`config.mk`:
```
export PLATFORM = sky130hd
export DESIGN_NAME = line_header
export DESIGN_NICKNAME = d
export VERILOG_FILES = /design/src/rtl/cps_dma_pkg.sv /design/src/rtl/line_header.sv
export SDC_FILE = /design/constraint.sdc
export NUM_CORES = 1
export LEC_CHECK = 0
export ABC_AREA = 1
export BUFFER_PORTS_ARGS = -buffer_cell sky130_fd_sc_hd__buf_2
export CORE_ASPECT_RATIO = 0.6
export CORE_MARGIN = 2
export CORE_UTILIZATION = 50
export DETAILED_ROUTE_END_ITERATION = 7
export HOLD_SLACK_MARGIN = 0.05
export PLACE_DENSITY = 0.81
export SYNTH_ARGS = -nofsm -noshare
export SYNTH_HDL_FRONTEND = slang
export SYNTH_SLANG_ARGS = --single-unit
```
`constraint.sdc`:
```
create_clock -name clk -period 2.8 [get_ports clk]
set_clock_uncertainty 0.05 [all_clocks]
set_input_delay 0.28 -clock clk [delete_from_list [all_inputs] [get_ports clk]]
set_output_delay 0.28 -clock clk [all_outputs]
set_load 0.03 [all_outputs]
```
`src/rtl/cps_dma_pkg.sv`:
```
// CPS video DMA shared definitions
// Bus, scroll and cache types, the layer enum and the header and fill constants

`default_nettype none

package cps_dma_pkg;

    typedef logic [16:0] vram_addr_t;
    typedef logic [15:0] vram_word_t;
    typedef logic [15:0] scroll_t;
    typedef logic [8:0]  line_t;
    typedef logic [7:0]  cache_addr_t;

    // Fill state, also names the owner of a cache index
    typedef enum logic [1:0] {
        LAYER_NONE,
        LAYER_SCR1,
        LAYER_SCR2,
        LAYER_SCR3
    } layer_t;

    // Header slot counts
    localparam logic [4:0] OBJ_START   = 5'd7;
    localparam logic [4:0] OBJ_END     = 5'd22;
    localparam logic [4:0] HDR_LAST    = 5'd31;
    localparam logic [4:0] HDR_PAL_CUT = 5'd13;

    // Cache index ranges per layer
    localparam cache_addr_t SCR1_FIRST = 8'd0;
    localparam cache_addr_t SCR1_LAST  = 8'd99;
    localparam cache_addr_t SCR2_FIRST = 8'd128;
    localparam cache_addr_t SCR2_LAST  = 8'd225;
    localparam cache_addr_t SCR3_FIRST = 8'd226;
    localparam cache_addr_t SCR3_LAST  = 8'd255;

    // Horizontal start offsets
    localparam logic [10:0] SCR1_HOFS = 11'h38;
    localparam logic [10:0] SCR2_HOFS = 11'h30;
    localparam logic [10:0] SCR3_HOFS = 11'h20;

endpackage

`default_nettype wire
```
`src/rtl/line_header.sv`:
```
// Line header stage
// Runs the header slot of each line, reads the row-scroll word from the
// row table and lends the bus to the OBJ engine inside the slot

`default_nettype none

module line_header (
    input  logic                    clk,
    input  logic                    rst,
    input  logic                    pxl_cen,
    input  logic                    bg,
    input  logic                    line_go,
    input  logic                    row_en,
    input  logic                    br_obj,
    input  logic                    br_pal,
    input  cps_dma_pkg::line_t      vrender,
    input  cps_dma_pkg::scroll_t    hpos2,
    input  cps_dma_pkg::scroll_t    vram_row_base,
    input  cps_dma_pkg::scroll_t    row_offset,
    input  cps_dma_pkg::vram_word_t vram_data,
    input  cps_dma_pkg::vram_addr_t vram_obj_addr,
    output logic                    hdr_busy,
    output logic                    bg_obj,
    output logic                    hdr_done,
    output cps_dma_pkg::vram_addr_t hdr_addr,
    output logic [2:0]              fill_req,
    output cps_dma_pkg::scroll_t    row_scr
);

    logic [4:0]              cnt;
    logic                    step;
    logic                    slot_end;
    cps_dma_pkg::vram_addr_t row_addr;
    cps_dma_pkg::scroll_t    row_next;
    cps_dma_pkg::scroll_t    nibble;

    assign step     = hdr_busy & bg & pxl_cen;
    assign slot_end = (cnt == cps_dma_pkg::HDR_LAST) ||
                      (br_pal && cnt == cps_dma_pkg::HDR_PAL_CUT);
    assign nibble   = {12'd0, hpos2[3:0]};

    // Row table entry for the line being prepared
    assign row_addr = {vram_row_base[9:1], 8'd0}
                    + {7'd0, row_offset[9:0]}
                    + {8'd0, vrender};

    always_ff @(posedge clk, posedge rst) begin
        if (rst) begin
            hdr_busy <= 1'b0;
            bg_obj   <= 1'b0;
            hdr_done <= 1'b0;
            fill_req <= 3'b000;
            cnt      <= 5'd0;
        end else begin
            hdr_done <= 1'b0;
            if (line_go) begin
                hdr_busy <= 1'b1;
                fill_req <= 3'b000;
                if (row_en)
                    cnt <= 5'd0;
                else if (br_obj)
                    cnt <= cps_dma_pkg::OBJ_START;
                else
                    cnt <= cps_dma_pkg::OBJ_END + 5'd1;
            end else if (step) begin
                cnt <= cnt + 5'd1;
                if (cnt == cps_dma_pkg::OBJ_START) begin
                    bg_obj <= br_obj & ~br_pal;
                    // Row reads done, go straight past the OBJ window
                    if (!br_obj)
                        cnt <= cps_dma_pkg::OBJ_END + 5'd1;
                end
                if (cnt == cps_dma_pkg::OBJ_END)
                    bg_obj <= 1'b0;
                if (slot_end) begin
                    hdr_busy <= 1'b0;
                    bg_obj   <= 1'b0;
                    hdr_done <= 1'b1;
                    fill_req <= br_pal ? 3'b000 : 3'b111;
                end
            end
        end
    end

    always_ff @(posedge clk) begin
        if (line_go) begin
            row_scr  <= row_next;
            row_next <= nibble;
        end else if (step) begin
            if (cnt >= cps_dma_pkg::OBJ_START)
                hdr_addr <= vram_obj_addr;
            else
                hdr_addr <= row_addr;
            // Row word has had the whole row phase to arrive
            if (cnt == cps_dma_pkg::OBJ_START && row_en)
                row_next <= nibble + vram_data;
        end
    end

    a_obj_in_slot: assert property (@(posedge clk) disable iff (rst)
        bg_obj |-> hdr_busy);

endmodule

`default_nettype wire

```
==> metrics.md <==
| Metric | Value |
|---|---|
| Diodes inserted | 0 |
| Clock-pin slew on the worst setup and hold paths | around 0.050 ns |
| Top_reg_cell synth | edfxtp_1 |
| Syn nets | 613 |
| Pwr dens | about 570 nW/um^2 |
| Final HPWL DP | ~7500 um |
| Final wirelength | 9530 um |
| Post-CTS Hold Buffers | 1 |
| Async S/R FF share, synth | 0.155 |
| # Post-CTS Setup Buffers | 0 |
| Critical path arrival | between 2 and 2.5 ns |
| Psw | slightly above 800 uW |
| Num Clock Sinks | 58 |
| GR Util All Layers | 0.241 |
| Htree depth | 3 |
| Mapped Cells | roughly 490 |
| Startpoint Class | flop |
| Commonest cells in the netlist | 153 x nand2_1, 74 x inv_1, 46 x nand3_1, 45 x nor2_1, 37 x edfxtp_1 |
| Worst setup margin | between 0.6 and 0.7 ns |
| First-pass GRT wire length | about 15000 um |
| Post-synth EDFFs | 37 |
| Final ANT Viol Nets | 0 |
| Vias post-DR | about 3500 |
| Data required, critical path | 2.79 ns |
| Bufs on Longest Clock Path | 2 |
| Row count | 24 |
| # setup viols final | 0 |
| Initial core utilization | 0.515 |
| Top-count cell post-synth | nand2_1 |
| Share of cells above drive strength 1 | 0.234 |
| Die width | ~120 um |
| Clk pwr share | 0.389 |
| Full die area | 8220 sq um |
| Core ar. | ~7300 sq um |
| Peak supply drop | about 0.28 mV |
| Crit path time final | 2.16 ns |
| Hold Fails Final Rpt | 0 |
| Post-synth cell types | 37 |
| Leakage | around 2.5 nW |
| Mapped cell area | 3740 sq um |
| Largest net degree at the start of global routing | 34 |
| Clock Latency Late Sink | roughly 0.33 ns |
| Synth area leader | edfxtp_1 |
| Design Area, Final | 4710 sq um |
| Number of fill cells | ~620 |
| Setup CP Type | flop to flop |
| Placer congestion estimate | 0.893 |
| First-pass DRT Iterations | 5 |
| Die Y | just over 70 um |
| Final Util | 0.648 |
| Top cells by area, synth | edfxtp_1 30%, nand2_1 15%, ha_1 9.0% |
| Slew @ Worst Pin | between 0.6 and 0.7 ns |
| CP Capture Type | flop |
| RSZ-0062 raised after global routing | no |
| Ys Warns | 0 |
| Inst Count DP | 695 |
| First-iteration detailed-routing DRC count | around 350 |
| Slew margin rel. | 0.558 |
| Initial antenna violation count | 0 |
| Flop pwr share | 0.376 |
| Seq cells post-synth | 58 |
| IO Pins | between 100 and 150 |
| Syn-to-layout area delta | 25.8% |
| PortBufs | 111 |
| Vias in the first global route | approximately 3100 |
| Clock root buffer | clkbuf_16 |
| Sw Ratio | 0.305 |
| Final #Nets | about 730 |
| F_max | roughly 0.46 GHz |
| Synth top area share | 0.297 |
| Max_cap viols | 0 |
| Tightest Hold Check Type | primary input to flop |
| Logic pwr share | 0.235 |
| Avg Vias per Cell | 4.96 |
| Mean routed wirelength per cell | roughly 13 um |
| Power Internal | ~1.9 mW |
| TritonCTS clock tree | done |
| Sum Neg Setup Slack | 0 ns |
| Non-filler cells, final | between 700 and 800 |
| GR Overflow Total | 0 |
| CTS resizes | 0 |
| Final period utilization | 0.773 |
| CTS buffer count | 9 |
| Post-DP Area | roughly 4400 sq um |
| Synth Area per Inst | 7.72 sq um |
| Register area share after synthesis | 0.421 |
| Status | finished, final reports clean |
| Max FO, Critical Path | 22 |
| Drt drc | 0 |
| Pre-CTS setup slack | roughly 0.34 ns |
| Slew Limit Fails | 0 |
==> cell type report <==
| class | count | area (sq um) | share of cell area |
|---|---|---|---|
| clock inverters | 4 | 23.8 | 0.00505 |
| inverters | 74 | 278 | 0.0590 |
| multi-input cells | 344 | 1840 | 0.390 |
| clock buffers | 12 | 268 | 0.0569 |
| repair buffers | 116 | 596 | 0.126 |
| well taps | 104 | 130 | 0.0276 |
| flip-flops and latches | 58 | 1580 | 0.335 |
==> state kept, by name (all words and copies together), names as in the netlist <==
register / flops
hdr_addr: 17
row_next: 16
row_scr: 16
cnt: 5
bg_obj: 1
fill_req: 1
hdr_busy: 1
hdr_done: 1
==> per-layer routing <==
metal / wire length [um] / vias up / GRT usage
met5: 0 / - / 0
met4: 82 / 0 / 0.0608
met3: 773 / 9 / 0.0686
met2: 3890 / 148 / 0.337
met1: 4780 / 1583 / 0.367
li1: - / 1795 / -
==> worst paths after layout <==
path,start,to,slack (ns),cells after the start
hold / removal,br_pal,fill_req[1]$_DFFE_PP0P_,0.14,2
min in group asynchronous,rst,hdr_done$_DFF_PP0_,0.42,3
setup reg to reg,cnt[0]$_DFFE_PP0P_,hdr_addr[9]$_DFFE_PP_,0.64,7
max in group asynchronous,rst,hdr_busy$_DFFE_PP0P_,2.01,3
hold reg to reg,row_next[1]$_DFFE_PP_,row_scr[1]$_DFFE_PP_,0.37,0
setup / recovery,cnt[0]$_DFFE_PP0P_,hdr_addr[9]$_DFFE_PP_,0.64,7
==> cell families after synthesis <==
logic type	after synthesis	synth area share
simple gates	271	0.310
buf+inv	83	0.0883
flops	58	0.421
compound gates	35	0.0555
fa+ha+maj	30	0.106
xor+xnor	8	0.0187
==> through the flow <==
stage / total power [mW] / hold slack, ns
final: 2.71 / 0.143
after global placement: 1.64 / 0.206
after global routing: 2.84 / 0.151
after detailed placement: 1.66 / 0.215
after floorplan: 1.45 / 0.0579
after CTS: 2.72 / 0.134
==> power groups by stage <==
stage | clock (mW) | sequential [mW] | combinational [mW]
floorplan | 0 | 1.09 | 0.361
finish | 1.05 | 1.02 | 0.635
CTS | 1.07 | 1.02 | 0.634
global route | 1.11 | 1.02 | 0.710
global placement | 0 | 1.03 | 0.607
detailed placement | 0 | 1.03 | 0.628
==> worst max-delay path, cell delays in order (launching register included) <==
cell	delay, ns
dfrtp_1	0.41
ha_1	0.23
nand2_2	0.09
nor2_4	0.12
nor3_1	0.06
buf_4	0.20
inv_1	0.50
o21ai_0	0.22
==> placed cells by master, fill, tap and decap left out, types with 9 or more instances in the layout <==
cell         n
nand2_1    153
buf_2      111
inv_1       74
nand3_1     46
nor2_1      44
edfxtp_1    37
ha_1        27
o21ai_0     15
dfxtp_1     12
clkbuf_16   10
nor3_1       9
dfrtp_1      9
No activity file was read; power rests on OpenSTA's default activity.
