$ cat src/rtl/cps_dma_pkg.sv
// CPS video DMA shared definitions
// Bus, scroll and cache types, the layer enum and the header and fill constants

`default_nettype none

package cps_dma_pkg;

    typedef logic [16:0] vram_addr_t;
    typedef logic [15:0] vram_word_t;
    typedef logic [15:0] scroll_t;
    typedef logic [8:0]  line_t;
    typedef logic [7:0]  cache_addr_t;

    // Fill state, also names the owner of a cache index
    typedef enum logic [1:0] {
        LAYER_NONE,
        LAYER_SCR1,
        LAYER_SCR2,
        LAYER_SCR3
    } layer_t;

    // Header slot counts
    localparam logic [4:0] OBJ_START   = 5'd7;
    localparam logic [4:0] OBJ_END     = 5'd22;
    localparam logic [4:0] HDR_LAST    = 5'd31;
    localparam logic [4:0] HDR_PAL_CUT = 5'd13;

    // Cache index ranges per layer
    localparam cache_addr_t SCR1_FIRST = 8'd0;
    localparam cache_addr_t SCR1_LAST  = 8'd99;
    localparam cache_addr_t SCR2_FIRST = 8'd128;
    localparam cache_addr_t SCR2_LAST  = 8'd225;
    localparam cache_addr_t SCR3_FIRST = 8'd226;
    localparam cache_addr_t SCR3_LAST  = 8'd255;

    // Horizontal start offsets
    localparam logic [10:0] SCR1_HOFS = 11'h38;
    localparam logic [10:0] SCR2_HOFS = 11'h30;
    localparam logic [10:0] SCR3_HOFS = 11'h20;

endpackage

`default_nettype wire
$ cat src/rtl/line_start.sv
// Line start stage
// Finds the rising edge of HB, latches the next render line and forms
// the vertical scroll sums used by the fetch for that line

`default_nettype none

module line_start (
    input  logic                 clk,
    input  logic                 rst,
    input  logic                 HB,
    input  cps_dma_pkg::line_t   vrender1,
    input  cps_dma_pkg::scroll_t vpos1,
    input  cps_dma_pkg::scroll_t vpos2,
    input  cps_dma_pkg::scroll_t vpos3,
    output logic                 line_go,
    output cps_dma_pkg::line_t   vrender,
    output cps_dma_pkg::scroll_t vscr1,
    output cps_dma_pkg::scroll_t vscr2,
    output cps_dma_pkg::scroll_t vscr3
);

    logic                 last_hb;
    logic                 hb_edge;
    cps_dma_pkg::line_t   next_line;
    cps_dma_pkg::scroll_t next_wide;

    assign hb_edge   = HB & ~last_hb;
    // vrender1 runs one line ahead of the screen, fetch for the one after
    assign next_line = vrender1 + 9'd1;
    assign next_wide = {7'd0, next_line};

    always_ff @(posedge clk, posedge rst) begin
        if (rst) begin
            last_hb <= 1'b0;
            line_go <= 1'b0;
        end else begin
            last_hb <= HB;
            line_go <= hb_edge;
        end
    end

    // Sums settle together with line_go and hold for the whole line
    always_ff @(posedge clk) begin
        if (hb_edge) begin
            vrender <= next_line;
            vscr1   <= vpos1 + next_wide;
            vscr2   <= vpos2 + next_wide;
            vscr3   <= vpos3 + next_wide;
        end
    end

    a_single_go: assert property (@(posedge clk) disable iff (rst)
        line_go |=> !line_go);

endmodule

`default_nettype wire

$ cat config.mk
export PLATFORM = sky130hd
export DESIGN_NAME = line_start
export DESIGN_NICKNAME = d
export VERILOG_FILES = /design/src/rtl/cps_dma_pkg.sv /design/src/rtl/line_start.sv
export SDC_FILE = /design/constraint.sdc
export NUM_CORES = 1
export LEC_CHECK = 0
export BUFFER_PORTS_ARGS = -buffer_cell sky130_fd_sc_hd__buf_2
export CAP_MARGIN = 20
export CORE_MARGIN = 2
export CORE_UTILIZATION = 50
export CTS_CLUSTER_DIAMETER = 30
export DETAILED_ROUTE_END_ITERATION = 6
export MAX_ROUTING_LAYER = met4
export PLACE_DENSITY = 0.77
export SLEW_MARGIN = 15
export SYNTH_ARGS = -nofsm -noshare
export SYNTH_HDL_FRONTEND = slang
export SYNTH_SLANG_ARGS = --single-unit
$ cat constraint.sdc
create_clock -name clk -period 3.95 [get_ports clk]
set_input_delay 0.79 -clock clk [delete_from_list [all_inputs] [get_ports clk]]
set_output_delay 0.79 -clock clk [all_outputs]
set_load 0.03 [all_outputs]
==> results of run 1 <==
## state kept, by name, indices dropped and copies added, names as in the netlist
register / flops
vscr3: 16
vscr2: 16
vrender: 9
line_go: 1
last_hb: 1
vscr1: 16
## worst max path at each step
stage	start	end
finish	vrender1[0]	vscr3[13]$_DFFE_PP_
global route	vrender1[0]	vscr1[15]$_DFFE_PP_
CTS	vrender1[0]	vscr1[15]$_DFFE_PP_
detailed placement	vrender1[0]	vscr1[15]$_DFFE_PP_
global placement	vrender1[0]	vscr1[13]$_DFFE_PP_
floorplan	HB	vrender[0]$_DFFE_PP_
## synthesized netlist by cell type (4+ instances only)
library cell	n	share of area [%]
xnor2_1	23	5.7
inv_1	6	0.64
nor3_1	4	0.57
nand2_1	18	1.9
a21o_1	9	1.9
a21oi_1	28	4.0
and3_1	6	1.1
edfxtp_1	57	49
o211ai_1	5	1.1
o21bai_1	4	0.85
ha_1	31	11
nand3_1	9	1.3
a211oi_1	10	2.1
nor2_1	16	1.7
xor2_1	20	5.0
o21ai_0	13	1.8
## cells by family after synthesis
kind of cell    after synthesis  share of synthesized area [%]
buf+inv                       6                          0.640
simple gates                 69                           10.0
fa+ha+maj                    34                           12.7
mux                           1                          0.320
compound gates               80                           15.5
xor+xnor                     43                           10.7
flops                        59                           50.1
## power groups by stage
| stage | logic, mW | clock network (mW) | registers (mW) |
|---|---|---|---|
| after floorplan | 0.244 | 0 | 0.864 |
| after global placement | 0.453 | 0 | 0.776 |
| after detailed placement | 0.463 | 0 | 0.776 |
| after CTS | 0.466 | 0.535 | 0.763 |
| after global routing | 0.511 | 0.562 | 0.766 |
| final | 0.465 | 0.524 | 0.763 |
## layout make-up
class | instances | share of cell area (%)
flip-flops and latches | 59 | 39.8
repair buffers | 119 | 13.6
multi-input cells | 227 | 39.4
clock buffers | 13 | 3.14
well taps | 96 | 2.71
clock inverters | 3 | 0.904
inverters | 6 | 0.509
## per-layer routing
layer / routed length [um] / vias to the layer above
met1: 3340 / 1277
li1: - / 1373
met5: 0 / -
met2: 3610 / 99
met4: 148 / 0
met3: 551 / 14
## stage by stage
step | hold slack, ns | util, %
6_report | 0.289 | 65.2
5_1_grt | 0.281 | 65.2
4_1_cts | 0.277 | 65.2
3_5_place_dp | 0.648 | 62.5
3_3_place_gp | 0.636 | 62.5
2_1_floorplan | 0.531 | -
## critical path, delay by kind of cell
| kind | cells | cell delay, ns |
|---|---|---|
| and+or+nand+nor | 2 | 0.14 |
| adders and majority gates | 2 | 0.57 |
| AOI/OAI and AO/OA | 4 | 0.84 |
| xor gates and xnor gates | 2 | 0.73 |
| buffers and inverters | 1 | 0.11 |
==> results.json, run 1 <==
{
  "outcome": "finished clean",
  "met3_usage_pct": 6.31,
  "cts_resized": 0,
  "port_buffers": 117,
  "syn-num-nets": 386,
  "vias": 2763,
  "grt_pass1_vias": 2606,
  "numClockSinks": 59,
  "cts.hold.buffers_added": 0,
  "start_util_pct": 51.8,
  "p_sw_share_pct": 30.4,
  "antenna_cells": 0,
  "hold_violations": 0,
  "layout.nets": 516,
  "wirelength_mm": 7.64,
  "cp_cell_sequence": "buf_2 > ha_1 > nand2_1 > nor2_1 > xnor2_1 > ha_1 > a21o_1 > a21o_1 > a21oi_1 > a21oi_1 > xor2_1",
  "use_met2_pct": 32.3,
  "peakVddDrop_mv": 0.230,
  "grt_max_degree": 59,
  "avgSynthCellArea_um2": 12.1,
  "cts-root-buf": "clkbuf_8",
  "io_pins": 118,
  "rsz0062_at_grt": "false",
  "power_frac_clock_pct": 29.9,
  "wl_per_cell_um": 14.6,
  "crit_type": "input pin to flop",
  "worst_r2r_path_depth": 2,
  "final_max_slew_viol_count": 0,
  "max_freq_mhz": 322,
  "die_x_um": 87.9,
  "busiest_layer": "met2",
  "arrival_ns": 3.19,
  "final_cell_mix": "buf_2, edfxtp_1, ha_1",
  "antenna_found_initial": 0,
  "insertion_delay_ns": 0.34,
  "drive_gt1_share_pct": 33.3,
  "grt.total_usage_pct": 20.9,
  "r2r_slack_ns": 2.47,
  "die_area_mm2": 0.00773,
  "r2r-end": "vscr1[1]$_DFFE_PP_",
  "stdcell_count": 523,
  "cts_buffers": 9,
  "power.density_mw_per_mm2": 396,
  "post-place-ws_ns": 0.440,
  "critPathMaxFanout": 7,
  "core_area_mm2": 0.00679,
  "fin_worst_skew_ns": 0.00757,
  "h-tree-depth": 3,
  "area_delta_synth_final_pct": 25.8,
  "tightest_slew_ns": 0.726,
  "p_leak_nw": 1.91,
  "cts_setup_buffers": 0,
  "seq_area_frac_synth_pct": 50.1,
  "drc": 0,
  "grt_overflow": 0,
  "syn-instance-count": 292,
  "synth_top_flop_cell": "edfxtp_1",
  "cts_buffer_depth": 2,
  "antenna_left": 0,
  "min_period_ns": 3.11,
  "yosys_warnings": 0,
  "die_h_um": 87.9,
  "post-place-cells": 507,
  "first_pass_iters": 4,
  "crit_required_ns": 4.03,
  "multi_input_area_mm2": 0.00174,
  "setup_viol": 0,
  "ff_latch_area_mm2": 0.00176,
  "max_stage_delay_ns": 0.56,
  "place.gp.congestion": 0.891,
  "ys_ff_latch": 59,
  "r2r-start": "last_hb$_DFF_PP0_",
  "cp-end-kind": "flop",
  "first_iter_violations": 131,
  "final_common_cell": "buf_2",
  "tritoncts": "built",
  "setup_tns_ns": 0,
  "cts.reportedPaths.clkPinSlew_ns": 0.07,
  "dpl_cell_area_mm2": 0.00425,
  "synth_area_mm2": 0.00352,
  "n_fill_cell": 557,
  "crit_slowest_cell": "xnor2_1",
  "viasPerCell": 5.28,
  "synth_cell_types": 41,
  "synth_edf_count": 57,
  "setup_slack_ns": 0.840,
  "drv_cap": 0,
  "power_frac_comb_pct": 26.6,
  "slew_headroom_pct": 51.6,
  "grt_pass1_wl_mm": 11.8,
  "async_reset_ff_share_pct": 3.39,
  "startpoint_type": "input pin",
  "p_switching_mw": 0.533,
  "fin_area_mm2": 0.00443,
  "num_rows": 30,
  "internal_power_mw": 1.22,
  "fin_crit_sh_pct": 78.7,
  "met1_usage_pct": 25.8,
  "seqPwrFrac_pct": 43.5,
  "dp_hpwl_mm": 5.76,
  "min_path_type": "input pin to async pin",
  "totalPowerFinal_mw": 1.75
}
(Power assumes the default switching activity.)
==> run 2: changes to the inputs <==
--- a/config.mk
+++ b/config.mk
@@ -5,6 +5,7 @@
 export SDC_FILE = /design/constraint.sdc
 export NUM_CORES = 1
 export LEC_CHECK = 0
+export ABC_AREA = 1
 export BUFFER_PORTS_ARGS = -buffer_cell sky130_fd_sc_hd__buf_2
 export CAP_MARGIN = 20
 export CORE_MARGIN = 2
@@ -12,7 +13,7 @@
 export CTS_CLUSTER_DIAMETER = 30
 export DETAILED_ROUTE_END_ITERATION = 6
 export MAX_ROUTING_LAYER = met4
-export PLACE_DENSITY = 0.77
+export PLACE_DENSITY = 0.75
 export SLEW_MARGIN = 15
 export SYNTH_ARGS = -nofsm -noshare
 export SYNTH_HDL_FRONTEND = slang
==> constraint.sdc (replaced) <==
create_clock -name clk -period 2.95 [get_ports clk]
set_input_delay 0.59 -clock clk [delete_from_list [all_inputs] [get_ports clk]]
set_output_delay 0.59 -clock clk [all_outputs]
set_load 0.03 [all_outputs]
==> run 2 against run 1 <==
  * Clock power is 73% higher
  * Flip-flop and latch count stayed put
  * Combinational power is 42% higher
  * Core utilization is 0.59 points lower
  * Non-clock buffer count stayed put
==> results.json, run 2 <==
{
  "antenna_left": 0,
  "port_buffers": 117,
  "synth_area_leaders": "edfxtp_1, nand2_1, ha_1, inv_1, xor2_1",
  "power_frac_clock_pct": 35.0,
  "synth_top_area_share_pct": 42.1,
  "tightest_slew_ns": 0.747,
  "synth_edf_count": 57,
  "insertion_delay_ns": 0.34,
  "internal_power_mw": 1.79,
  "async_reset_ff_share_pct": 3.39,
  "grt_overflow": 0,
  "power.density_mw_per_mm2": 513,
  "synth_cell_types": 23,
  "power_frac_comb_pct": 25.4,
  "num_rows": 32,
  "cp_common_cell": "nand2_1",
  "avgSynthCellArea_um2": 8.15,
  "multi_input_area_mm2": 0.00200,
  "rsz0062_at_grt": "false",
  "cts.reportedPaths.clkPinSlew_ns": 0.07,
  "final_max_slew_viol_count": 0,
  "die_area_mm2": 0.00887,
  "p_leak_nw": 2.67,
  "ff_latch_area_mm2": 0.00176,
  "n_fill_cell": 704,
  "dp_hpwl_mm": 7.13,
  "slew_headroom_pct": 49.9,
  "arrival_ns": 2.90,
  "synth_area_mm2": 0.00407,
  "antenna_cells": 0,
  "largest_registers": "vscr1: 16 flops, vscr2: 16 flops, vscr3: 16 flops",
  "start_util_pct": 52.1,
  "first_pass_iters": 4,
  "critPathMaxFanout": 4,
  "yosysMostFrequentCell": "nand2_1",
  "tritoncts": "built",
  "first_iter_violations": 101,
  "crit_slowest_cell": "xnor2_1",
  "yosys-top-cells-count": "nand2_1, inv_1, edfxtp_1",
  "startpoint_type": "input pin",
  "syn-instance-count": 499,
  "p_sw_share_pct": 30.7,
  "worst_r2r_path_depth": 2,
  "fin_crit_sh_pct": 95.2,
  "antenna_found_initial": 0,
  "final_cell_mix": "nand2_1, buf_2, inv_1",
  "synth_top_flop_cell": "edfxtp_1",
  "cts_buffers": 9,
  "min_path_type": "input pin to async pin",
  "grt_pass1_vias": 3324,
  "fin_area_mm2": 0.00504,
  "outcome": "finished clean",
  "ys_ff_latch": 59,
  "p_switching_mw": 0.795,
  "die_x_um": 94.2,
  "seqPwrFrac_pct": 39.6,
  "cts_resized": 0,
  "peakVddDrop_mv": 0.263,
  "min_period_ns": 2.81,
  "wirelength_mm": 9.09,
  "max_stage_delay_ns": 0.62,
  "r2r-start": "last_hb$_DFF_PP0_",
  "grt.total_usage_pct": 22.1,
  "hold_violations": 0,
  "max_freq_mhz": 356,
  "crit_type": "input pin to flop",
  "setup_viol": 0,
  "cts_setup_buffers": 0,
  "fin_hold_ws_ns": 0.0933,
  "yosys_warnings": 0,
  "final_common_cell": "nand2_1",
  "crit_path_start": "vrender1[0]",
  "cp-end-kind": "flop",
  "crit_required_ns": 3.04,
  "drv_cap": 0,
  "layout.nets": 723,
  "wl_per_cell_um": 12.4,
  "cts_buffer_depth": 2,
  "area_delta_synth_final_pct": 24.0,
  "viasPerCell": 4.88,
  "grt_pass1_wl_mm": 14.7,
  "io_pins": 118,
  "die_h_um": 94.2,
  "place.gp.congestion": 0.885,
  "core_area_mm2": 0.00781,
  "vias": 3588,
  "fin_worst_skew_ns": 0.00882,
  "cts-root-buf": "clkbuf_8",
  "numClockSinks": 59,
  "yosys.area.top_type": "edfxtp_1",
  "setup_slack_ns": 0.140,
  "drive_gt1_share_pct": 24.4,
  "syn-num-nets": 593,
  "grt_max_degree": 59,
  "post-place-ws_ns": -0.162,
  "cts.hold.buffers_added": 0,
  "h-tree-depth": 3,
  "seq_area_frac_synth_pct": 43.3,
  "fin_util_pct": 64.6,
  "drc": 0,
  "cp_cell_sequence": "buf_2 > ha_1 > nand3_1 > nor2_1 > nand4_1 > xnor2_1 > ha_1 > a21oi_1 > and2_1 > nand2_1 > nand2_1 > nand2_1",
  "dpl_cell_area_mm2": 0.00480
}
-- run 2: logic make-up after synthesis --
logic type,synth area share [%]
flip-flops,43.3
adder cells (fa/ha/maj),11.0
AO/OA/AOI/OAI,2.37
AND/OR/NAND/NOR,29.5
XOR/XNOR,6.03
buffers and inverters,7.76
-- run 2: final cells by class --
cell class | instances | area share, %
Timing Repair Buffer | 119 | 11.9
Clock buffer | 9 | 2.46
Tap cell | 102 | 2.53
Inverter | 84 | 6.25
Clock inverter | 7 | 2.31
Sequential cell | 59 | 34.9
Multi-Input combinational cell | 356 | 39.6
-- run 2: critical path: cells and delay by family --
family / cells / cell delay, ns
compound gates: 1 / 0.28
buf+inv: 1 / 0.09
fa+ha+maj: 2 / 0.59
simple gates: 7 / 0.74
xor+xnor: 1 / 0.62
-- run 2: final timing paths --
kind | slack [ns] | end
hold reg to reg | 0.92 | line_go$_DFF_PP0_
setup reg to reg | 1.47 | vscr2[5]$_DFFE_PP_
setup / recovery | 0.14 | vscr1[9]$_DFFE_PP_
max in group asynchronous | 2.74 | line_go$_DFF_PP0_
hold / removal | 0.09 | last_hb$_DFF_PP0_
min in group clk | 0.38 | last_hb$_DFF_PP0_
-- run 2: power by group through the flow --
stage / clock [mW] / combinational [mW] / sequential [mW]
after floorplan: 0 / 0.350 / 1.16
after global placement: 0 / 0.646 / 1.04
after detailed placement: 0 / 0.659 / 1.04
after CTS: 0.916 / 0.662 / 1.03
after global routing: 0.954 / 0.735 / 1.03
final: 0.905 / 0.658 / 1.03
-- run 2: stage by stage --
stage	total power [mW]	TNS (ns)	cells
2_1_floorplan	1.51	0	499
3_3_place_gp	1.69	-0.463	720
3_5_place_dp	1.70	-1.93	720
4_1_cts	2.60	0	736
5_1_grt	2.72	0	736
6_report	2.59	0	736
-- run 2: metal layers --
layer / vias up / part of all wire [%] / wire length (um) / global-route usage (%)
li1: 1851 / - / - / -
met1: 1612 / 44 / 4010 / 27.3
met2: 107 / 49 / 4430 / 37.3
met3: 18 / 5.2 / 473 / 3.21
met4: 0 / 2.0 / 179 / 7.73
met5: - / 0 / 0 / -
