--- config.mk ---
export PLATFORM = sky130hd
export DESIGN_NAME = scroll_fetch
export DESIGN_NICKNAME = d
export VERILOG_FILES = /design/src/rtl/cps_dma_pkg.sv /design/src/rtl/scroll_fetch.sv
export SDC_FILE = /design/constraint.sdc
export NUM_CORES = 1
export LEC_CHECK = 0
export ABC_AREA = 1
export BUFFER_PORTS_ARGS = -buffer_cell sky130_fd_sc_hd__buf_2
export CAP_MARGIN = 20
export CORE_UTILIZATION = 51
export CTS_CLUSTER_SIZE = 30
export DETAILED_ROUTE_END_ITERATION = 6
export PLACE_DENSITY = 0.95
export SYNTH_ARGS = -nofsm -noshare
export SYNTH_HDL_FRONTEND = slang
export SYNTH_SLANG_ARGS = --single-unit
--- constraint.sdc ---
create_clock -name clk -period 5.81 [get_ports clk]
set_input_delay 0.581 -clock clk [delete_from_list [all_inputs] [get_ports clk]]
set_output_delay 0.581 -clock clk [all_outputs]
set_load 0.05 [all_outputs]
--- src/rtl/cps_dma_pkg.sv ---
// CPS video DMA shared definitions
// Bus, scroll and cache types, the layer enum and the header and fill constants

`default_nettype none

package cps_dma_pkg;

    typedef logic [16:0] vram_addr_t;
    typedef logic [15:0] vram_word_t;
    typedef logic [15:0] scroll_t;
    typedef logic [8:0]  line_t;
    typedef logic [7:0]  cache_addr_t;

    // Fill state, also names the owner of a cache index
    typedef enum logic [1:0] {
        LAYER_NONE,
        LAYER_SCR1,
        LAYER_SCR2,
        LAYER_SCR3
    } layer_t;

    // Header slot counts
    localparam logic [4:0] OBJ_START   = 5'd7;
    localparam logic [4:0] OBJ_END     = 5'd22;
    localparam logic [4:0] HDR_LAST    = 5'd31;
    localparam logic [4:0] HDR_PAL_CUT = 5'd13;

    // Cache index ranges per layer
    localparam cache_addr_t SCR1_FIRST = 8'd0;
    localparam cache_addr_t SCR1_LAST  = 8'd99;
    localparam cache_addr_t SCR2_FIRST = 8'd128;
    localparam cache_addr_t SCR2_LAST  = 8'd225;
    localparam cache_addr_t SCR3_FIRST = 8'd226;
    localparam cache_addr_t SCR3_LAST  = 8'd255;

    // Horizontal start offsets
    localparam logic [10:0] SCR1_HOFS = 11'h38;
    localparam logic [10:0] SCR2_HOFS = 11'h30;
    localparam logic [10:0] SCR3_HOFS = 11'h20;

endpackage

`default_nettype wire
--- src/rtl/scroll_fetch.sv ---
// Scroll tile fetch
// Walks the requested scroll layers in order, reads two tilemap words per
// tile from video RAM and writes them into the inactive cache bank

`default_nettype none

module scroll_fetch (
    input  logic                     clk,
    input  logic                     rst,
    input  logic                     pxl_cen,
    input  logic                     bg,
    input  logic                     hdr_done,
    input  logic                     vram_ok,
    input  logic [2:0]               fill_req,
    input  cps_dma_pkg::scroll_t     vscr1,
    input  cps_dma_pkg::scroll_t     vscr2,
    input  cps_dma_pkg::scroll_t     vscr3,
    input  cps_dma_pkg::scroll_t     hpos1,
    input  cps_dma_pkg::scroll_t     hpos2,
    input  cps_dma_pkg::scroll_t     hpos3,
    input  cps_dma_pkg::scroll_t     vram1_base,
    input  cps_dma_pkg::scroll_t     vram2_base,
    input  cps_dma_pkg::scroll_t     vram3_base,
    input  cps_dma_pkg::vram_word_t  vram_data,
    output logic                     fetch_busy,
    output logic                     cache_wr,
    output cps_dma_pkg::vram_addr_t  fetch_addr,
    output cps_dma_pkg::cache_addr_t cache_wa,
    output cps_dma_pkg::vram_word_t  cache_wd,
    output logic [2:0]               swap_set
);

    cps_dma_pkg::layer_t      state;
    logic [2:0]               pending;
    logic [2:0]               mask;
    logic                     phase;
    cps_dma_pkg::cache_addr_t idx;
    cps_dma_pkg::cache_addr_t last;
    cps_dma_pkg::scroll_t     base;
    logic [10:0]              vn;
    logic [10:0]              hn;
    logic [10:0]              hstep;
    logic [11:0]              scan;
    cps_dma_pkg::vram_addr_t  word_addr;

    assign fetch_busy = (state != cps_dma_pkg::LAYER_NONE) | (|pending);

    // Tilemap scan order depends on the tile size of the layer
    always_comb begin
        case (state)
            cps_dma_pkg::LAYER_SCR1: begin
                scan  = {vn[8], hn[8:3], vn[7:3]};
                hstep = 11'd8;
            end
            cps_dma_pkg::LAYER_SCR2: begin
                scan  = {vn[9:8], hn[9:4], vn[7:4]};
                hstep = 11'd16;
            end
            default: begin
                scan  = {vn[10:8], hn[10:5], vn[7:5]};
                hstep = 11'd32;
            end
        endcase
    end

    // Even index is the first word of a tile, odd the second
    assign word_addr = {base[9:1], 8'd0} + {4'd0, scan, idx[0]};

    always_ff @(posedge clk, posedge rst) begin
        if (rst) begin
            state    <= cps_dma_pkg::LAYER_NONE;
            pending  <= 3'b000;
            phase    <= 1'b0;
            cache_wr <= 1'b0;
            swap_set <= 3'b000;
        end else begin
            cache_wr <= 1'b0;
            swap_set <= 3'b000;
            if (hdr_done)
                pending <= fill_req;
            if (state == cps_dma_pkg::LAYER_NONE) begin
                phase <= 1'b0;
                // Unaligned layers are dropped and keep last line's bank
                if (pending[0]) begin
                    pending[0] <= 1'b0;
                    if (vscr1[2:0] == 3'd0)
                        state <= cps_dma_pkg::LAYER_SCR1;
                end else if (pending[1]) begin
                    pending[1] <= 1'b0;
                    if (vscr2[3:0] == 4'd0)
                        state <= cps_dma_pkg::LAYER_SCR2;
                end else if (pending[2]) begin
                    pending[2] <= 1'b0;
                    if (vscr3[3:0] == 4'd0)
                        state <= cps_dma_pkg::LAYER_SCR3;
                end
            end else if (bg) begin
                if (!phase) begin
                    if (pxl_cen)
                        phase <= 1'b1;
                end else if (vram_ok) begin
                    cache_wr <= 1'b1;
                    phase    <= 1'b0;
                    if (idx == last) begin
                        swap_set <= mask;
                        state    <= cps_dma_pkg::LAYER_NONE;
                    end
                end
            end
        end
    end

    // Layer setup and word datapath
    always_ff @(posedge clk) begin
        if (state == cps_dma_pkg::LAYER_NONE) begin
            if (pending[0]) begin
                mask <= 3'b001;
                vn   <= vscr1[10:0];
                hn   <= cps_dma_pkg::SCR1_HOFS + {hpos1[10:3], 3'd0};
                idx  <= cps_dma_pkg::SCR1_FIRST;
                last <= cps_dma_pkg::SCR1_LAST;
                base <= vram1_base;
            end else if (pending[1]) begin
                mask <= 3'b010;
                vn   <= vscr2[10:0];
                hn   <= cps_dma_pkg::SCR2_HOFS + {hpos2[10:4], 4'd0};
                idx  <= cps_dma_pkg::SCR2_FIRST;
                last <= cps_dma_pkg::SCR2_LAST;
                base <= vram2_base;
            end else begin
                mask <= 3'b100;
                vn   <= vscr3[10:0];
                hn   <= cps_dma_pkg::SCR3_HOFS + {hpos3[10:5], 5'd0};
                idx  <= cps_dma_pkg::SCR3_FIRST;
                last <= cps_dma_pkg::SCR3_LAST;
                base <= vram3_base;
            end
        end else if (bg) begin
            if (!phase) begin
                if (pxl_cen)
                    fetch_addr <= word_addr;
            end else if (vram_ok) begin
                cache_wa <= idx;
                cache_wd <= vram_data;
                idx      <= idx + 8'd1;
                // Next column once both words of the tile are in
                if (idx[0])
                    hn <= hn + hstep;
            end
        end
    end

    a_wa_in_range: assert property (@(posedge clk) disable iff (rst)
        cache_wr |->
            (mask == 3'b001 && cache_wa <= cps_dma_pkg::SCR1_LAST) ||
            (mask == 3'b010 && cache_wa inside
                {[cps_dma_pkg::SCR2_FIRST:cps_dma_pkg::SCR2_LAST]}) ||
            (mask == 3'b100 && cache_wa >= cps_dma_pkg::SCR3_FIRST));

endmodule

`default_nettype wire

==> impl_metrics.xml <==
<?xml version="1.0" encoding="UTF-8"?>
<metrics>
  <group name="die">
    <metric name="die_area" unit="mm²">0.009648</metric>
    <metric name="pin_count" unit="">215</metric>
    <metric name="die-height" unit="µm">98.23</metric>
    <metric name="num_rows" unit="">34</metric>
    <metric name="core_area" unit="mm²">0.008848</metric>
    <metric name="die-width" unit="µm">98.23</metric>
    <metric name="initial_utilization" unit="%">53.37</metric>
  </group>
  <group name="yosys">
    <metric name="post_synth_fa_ha_maj_area_fraction" unit="%">5.352</metric>
    <metric name="ys_ff_latch" unit="">89</metric>
    <metric name="yosysSeqAreaShare" unit="%">55.54</metric>
    <metric name="synth_largest_area_cell" unit="">sky130_fd_sc_hd__edfxtp_1</metric>
    <metric name="synthesized_area_fraction_occupied_by_xor_and_xnor_cells" unit="%">2.597</metric>
    <metric name="yosysTopAreaCellShare" unit="%">50.24</metric>
    <metric name="postSynthCellCount" unit="">516</metric>
    <metric name="synth-compound-area-share" unit="%">8.161</metric>
    <metric name="syn_area_per_cell" unit="µm²">9.151</metric>
    <metric name="yosys_warnings" unit="">0</metric>
    <metric name="synth_cell_type_count" unit="">30</metric>
    <metric name="muxShareOfSynthArea" unit="%">0</metric>
    <metric name="synth.top_cells.by_area" unit="">sky130_fd_sc_hd__edfxtp_1, sky130_fd_sc_hd__nand2_1, sky130_fd_sc_hd__inv_1, sky130_fd_sc_hd__dfrtp_1, sky130_fd_sc_hd__nand3_1</metric>
    <metric name="synth_simple_gate_area_share" unit="%">21.57</metric>
    <metric name="synth_fp_nets" unit="">704</metric>
    <metric name="synth_top_family_by_area" unit="">simple AND/OR/NAND/NOR gates</metric>
    <metric name="synth.cell_area" unit="mm²">0.004722</metric>
  </group>
  <group name="timing">
    <metric name="whs" unit="ns">0.2164</metric>
    <metric name="tns" unit="ns">0</metric>
    <metric name="slew_violations" unit="">0</metric>
    <metric name="timing.clock.skew" unit="ns">0.02188</metric>
    <metric name="max-slew-margin-rel" unit="%">37.42</metric>
    <metric name="final_min_period_over_clock_period" unit="%">54.80</metric>
    <metric name="final-setup-viol-count" unit="">0</metric>
    <metric name="timing_worst_slew_pin_value" unit="ns">0.9377</metric>
    <metric name="final_hold_viol_count" unit="">0</metric>
    <metric name="fmaxAchievable" unit="MHz">314.1</metric>
    <metric name="period_minus_slack" unit="ns">3.184</metric>
    <metric name="grt_setup_unrepaired" unit="">false</metric>
  </group>
  <group name="setup_path">
    <metric name="critical_path.slowest_cell" unit="">sky130_fd_sc_hd__ha_1</metric>
    <metric name="crit_arrival" unit="ns">3.31</metric>
    <metric name="setup.worst_path.end_class" unit="">flip-flop</metric>
    <metric name="startpoint_type" unit="">flip-flop</metric>
    <metric name="setup.worst_path.class" unit="">reg -&gt; reg</metric>
    <metric name="crit_required" unit="ns">5.94</metric>
    <metric name="cp_cell_sequence" unit="">inv_1, ha_1, clkinv_1, a21oi_1, o21ai_0, o21ai_0, inv_1, ha_1, nand2_1, o21ai_0, a21o_1, nand2_1, nand2_1, nand2_1</metric>
    <metric name="setup.worst_path.start" unit="">state[0]$_DFFE_PP0P_</metric>
    <metric name="crit_path_max_fanout" unit="">16</metric>
    <metric name="cp_slowest_stage_delay" unit="ns">0.53</metric>
    <metric name="worst_r2r_startpoint" unit="">state[0]$_DFFE_PP0P_</metric>
    <metric name="critical_path.most_common_cell" unit="">sky130_fd_sc_hd__nand2_1</metric>
  </group>
  <group name="grt">
    <metric name="gr-total-overflow" unit="">0</metric>
    <metric name="antenna_violations_before_repair" unit="">0</metric>
    <metric name="gr-usage-all-layers" unit="%">23.93</metric>
    <metric name="grt_max_degree" unit="">29</metric>
    <metric name="first_pass_grt_wire_length" unit="µm">18180</metric>
    <metric name="via_count_of_the_first_global_routing_pass" unit="">4111</metric>
  </group>
  <group name="cts">
    <metric name="clock_insertion_delay_worst_skew" unit="ns">0.36</metric>
    <metric name="tritoncts.num_buffers" unit="">9</metric>
    <metric name="clk_pin_slew" unit="ns">0.11</metric>
    <metric name="cts_hold_repair.buffers" unit="">0</metric>
    <metric name="cts_tree" unit="">yes</metric>
    <metric name="postCtsResizedCells" unit="">0</metric>
    <metric name="cts.htree.levels" unit="">3</metric>
    <metric name="clk_path_buf_depth" unit="">2</metric>
    <metric name="clkSinkCount" unit="">89</metric>
    <metric name="post-cts-setup-buffers" unit="">0</metric>
    <metric name="clk_root_buffer_cell" unit="">sky130_fd_sc_hd__clkbuf_8</metric>
  </group>
  <group name="job">
    <metric name="cap_viol_max_count" unit="">0</metric>
  </group>
  <group name="routing">
    <metric name="remaining_drc_errors" unit="">6</metric>
    <metric name="vias_per_cell" unit="">5.386</metric>
    <metric name="first_iter_violations" unit="">271</metric>
    <metric name="route.detailed.wl_per_inst" unit="µm">14.33</metric>
    <metric name="final_antenna_net_count" unit="">0</metric>
    <metric name="routed_wl" unit="µm">11230</metric>
    <metric name="firstDrtPassIters" unit="">7</metric>
    <metric name="routed-via-count" unit="">4223</metric>
  </group>
  <group name="final_layout">
    <metric name="stdcell_count" unit="">784</metric>
    <metric name="post_route_cells_drive_above_1_share" unit="%">25.89</metric>
    <metric name="finalNetCount" unit="">859</metric>
    <metric name="layout.filler_cells" unit="">703</metric>
    <metric name="syn2layout_area_growth" unit="%">22.31</metric>
    <metric name="antenna_cells_inserted" unit="">0</metric>
  </group>
  <group name="place">
    <metric name="dpl.cell_count" unit="">767</metric>
    <metric name="placement.io_buffers" unit="">151</metric>
    <metric name="place.detailed.hpwl" unit="µm">8614</metric>
    <metric name="finalWeightedCongestion" unit="">0.9137</metric>
  </group>
  <group name="pwr">
    <metric name="peakVddDrop" unit="µV">246.2</metric>
    <metric name="power_leakage" unit="nW">2.778</metric>
    <metric name="power.density" unit="mW/mm²">533.2</metric>
  </group>
  <group name="run_status">
    <metric name="violations" unit="">DRC</metric>
    <metric name="status" unit="">finished with violations</metric>
  </group>
  <group name="min_path">
    <metric name="hold_path_class" unit="">in -&gt; async</metric>
  </group>
</metrics>
[through the flow]
stage / setup WS, ns / utilization, % / area [µm²] / total power [W]
after detailed placement: 2.711 / 62.95 / 5570 / 0.002643
final: 2.626 / 65.27 / 5776 / 0.003080
after CTS: 2.690 / 65.21 / 5771 / 0.003067
after global routing: 2.342 / 65.27 / 5776 / 0.003300
after global placement: 2.846 / 62.95 / 5570 / 0.002550
after floorplan: 3.186 / - / 4722 / 0.002253
[power by group]
part	total [W]	internal (W)	switching (W)
combinational	0.00144	0.000477	0.000961
clock	0.000425	0.000173	0.000252
sequential	0.00122	0.00105	0.000163
[synth_stat cells]
cell type,instances
sky130_fd_sc_hd__and3_1,1
sky130_fd_sc_hd__xnor2_1,4
sky130_fd_sc_hd__ha_1,17
sky130_fd_sc_hd__edfxtp_1,79
sky130_fd_sc_hd__dfrtp_1,10
sky130_fd_sc_hd__xor2_1,10
sky130_fd_sc_hd__nand2_1,138
sky130_fd_sc_hd__nor3_1,6
sky130_fd_sc_hd__a21oi_1,21
sky130_fd_sc_hd__buf_2,4
sky130_fd_sc_hd__fa_1,2
sky130_fd_sc_hd__nor2_1,41
sky130_fd_sc_hd__buf_6,1
sky130_fd_sc_hd__o221ai_1,4
sky130_fd_sc_hd__a31oi_1,3
sky130_fd_sc_hd__o21ai_0,31
sky130_fd_sc_hd__nand2_2,1
sky130_fd_sc_hd__clkbuf_1,3
sky130_fd_sc_hd__buf_4,2
sky130_fd_sc_hd__nand4_1,3
sky130_fd_sc_hd__a21o_1,2
sky130_fd_sc_hd__nand3_1,50
sky130_fd_sc_hd__inv_2,2
sky130_fd_sc_hd__o21bai_1,3
sky130_fd_sc_hd__nand3b_1,3
sky130_fd_sc_hd__inv_1,67
sky130_fd_sc_hd__a22oi_1,2
sky130_fd_sc_hd__nor2_2,2
sky130_fd_sc_hd__clkinv_1,1
sky130_fd_sc_hd__o22ai_1,3
[state kept, by name (all words and copies together), names as in the netlist, 2 cells and up]
register and count:
vn 8, last 3, mask 2, idx 8, cache_wd 16, swap_set 3, cache_wa 8, pending 3
state 2, base 9, hn 8, fetch_addr 17
[logic make-up (layout without fill, tap and decap cells)]
logic type	count (synthesis)	after routing
fa+ha+maj	19	19
simple gates	245	245
buf+inv	80	240
flops	89	89
compound gates	69	69
xor+xnor	14	14
[placed cells by master, fill, tap and decap left out]
cell type / Yosys / routed
sky130_fd_sc_hd__clkbuf_8: 0 / 9
sky130_fd_sc_hd__buf_4: 2 / 2
sky130_fd_sc_hd__nand2_2: 1 / 1
sky130_fd_sc_hd__nor3_1: 6 / 6
sky130_fd_sc_hd__a21o_1: 2 / 2
sky130_fd_sc_hd__a21oi_1: 21 / 21
sky130_fd_sc_hd__inv_6: 0 / 3
sky130_fd_sc_hd__nand4_1: 3 / 3
sky130_fd_sc_hd__clkinv_8: 0 / 1
sky130_fd_sc_hd__and3_1: 1 / 1
sky130_fd_sc_hd__ha_1: 17 / 17
sky130_fd_sc_hd__nand2_1: 138 / 138
sky130_fd_sc_hd__inv_2: 2 / 2
sky130_fd_sc_hd__nand3_1: 50 / 50
sky130_fd_sc_hd__buf_2: 4 / 152
sky130_fd_sc_hd__o22ai_1: 3 / 3
sky130_fd_sc_hd__clkinv_1: 1 / 1
sky130_fd_sc_hd__xor2_1: 10 / 10
sky130_fd_sc_hd__nor2_2: 2 / 2
sky130_fd_sc_hd__nand3b_1: 3 / 3
sky130_fd_sc_hd__inv_8: 0 / 3
sky130_fd_sc_hd__o21ai_0: 31 / 31
sky130_fd_sc_hd__dfrtp_1: 10 / 10
sky130_fd_sc_hd__inv_1: 67 / 67
sky130_fd_sc_hd__xnor2_1: 4 / 4
sky130_fd_sc_hd__edfxtp_1: 79 / 79
sky130_fd_sc_hd__a31oi_1: 3 / 3
sky130_fd_sc_hd__o221ai_1: 4 / 4
sky130_fd_sc_hd__fa_1: 2 / 2
sky130_fd_sc_hd__nor2_1: 41 / 41
sky130_fd_sc_hd__o21bai_1: 3 / 3
sky130_fd_sc_hd__a22oi_1: 2 / 2
[metal layers]
layer,vias to the layer above,GRT usage [%],part of all wire (%)
met5,-,0,0
met4,0,11.02,2.8
met3,31,2.935,8.0
met2,239,42.58,50
met1,1915,29.04,39
li1,2038,-,-
[area by class of cell]
| class | instances | area (µm²) | share of cell area (%) |
|---|---|---|---|
| inverter | 70 | 262.8 | 4.549 |
| multi-input combinational | 347 | 1779 | 30.81 |
| timing repair buffer | 154 | 775.7 | 13.43 |
| tap | 108 | 135.1 | 2.340 |
| clock buffer | 9 | 123.9 | 2.145 |
| clock inverter | 7 | 76.32 | 1.321 |
| sequential | 89 | 2623 | 45.41 |
[worst paths after layout]
| path | endpoint | slack [ns] | cells past startpoint |
|---|---|---|---|
| min in group clk | cache_wd[4]$_DFFE_PP_ | 0.38 | 1 |
| setup reg to reg | fetch_addr[14]$_DFFE_PP_ | 2.63 | 14 |
| hold reg to reg | swap_set[1]$_DFF_PP0_ | 0.51 | 2 |
| max in group asynchronous | swap_set[1]$_DFF_PP0_ | 5.25 | 2 |
| hold / removal | swap_set[2]$_DFF_PP0_ | 0.22 | 2 |
| setup / recovery | fetch_addr[14]$_DFFE_PP_ | 2.63 | 14 |
[worst max-delay path: cells and delay by family (launching register included)]
| kind | cells | cell delay [ns] |
|---|---|---|
| simple gates | 4 | 0.27 |
| compound gates | 5 | 0.96 |
| buf+inv | 3 | 0.47 |
| flops | 1 | 0.39 |
| fa+ha+maj | 2 | 0.88 |
(Power assumes the default switching activity.)
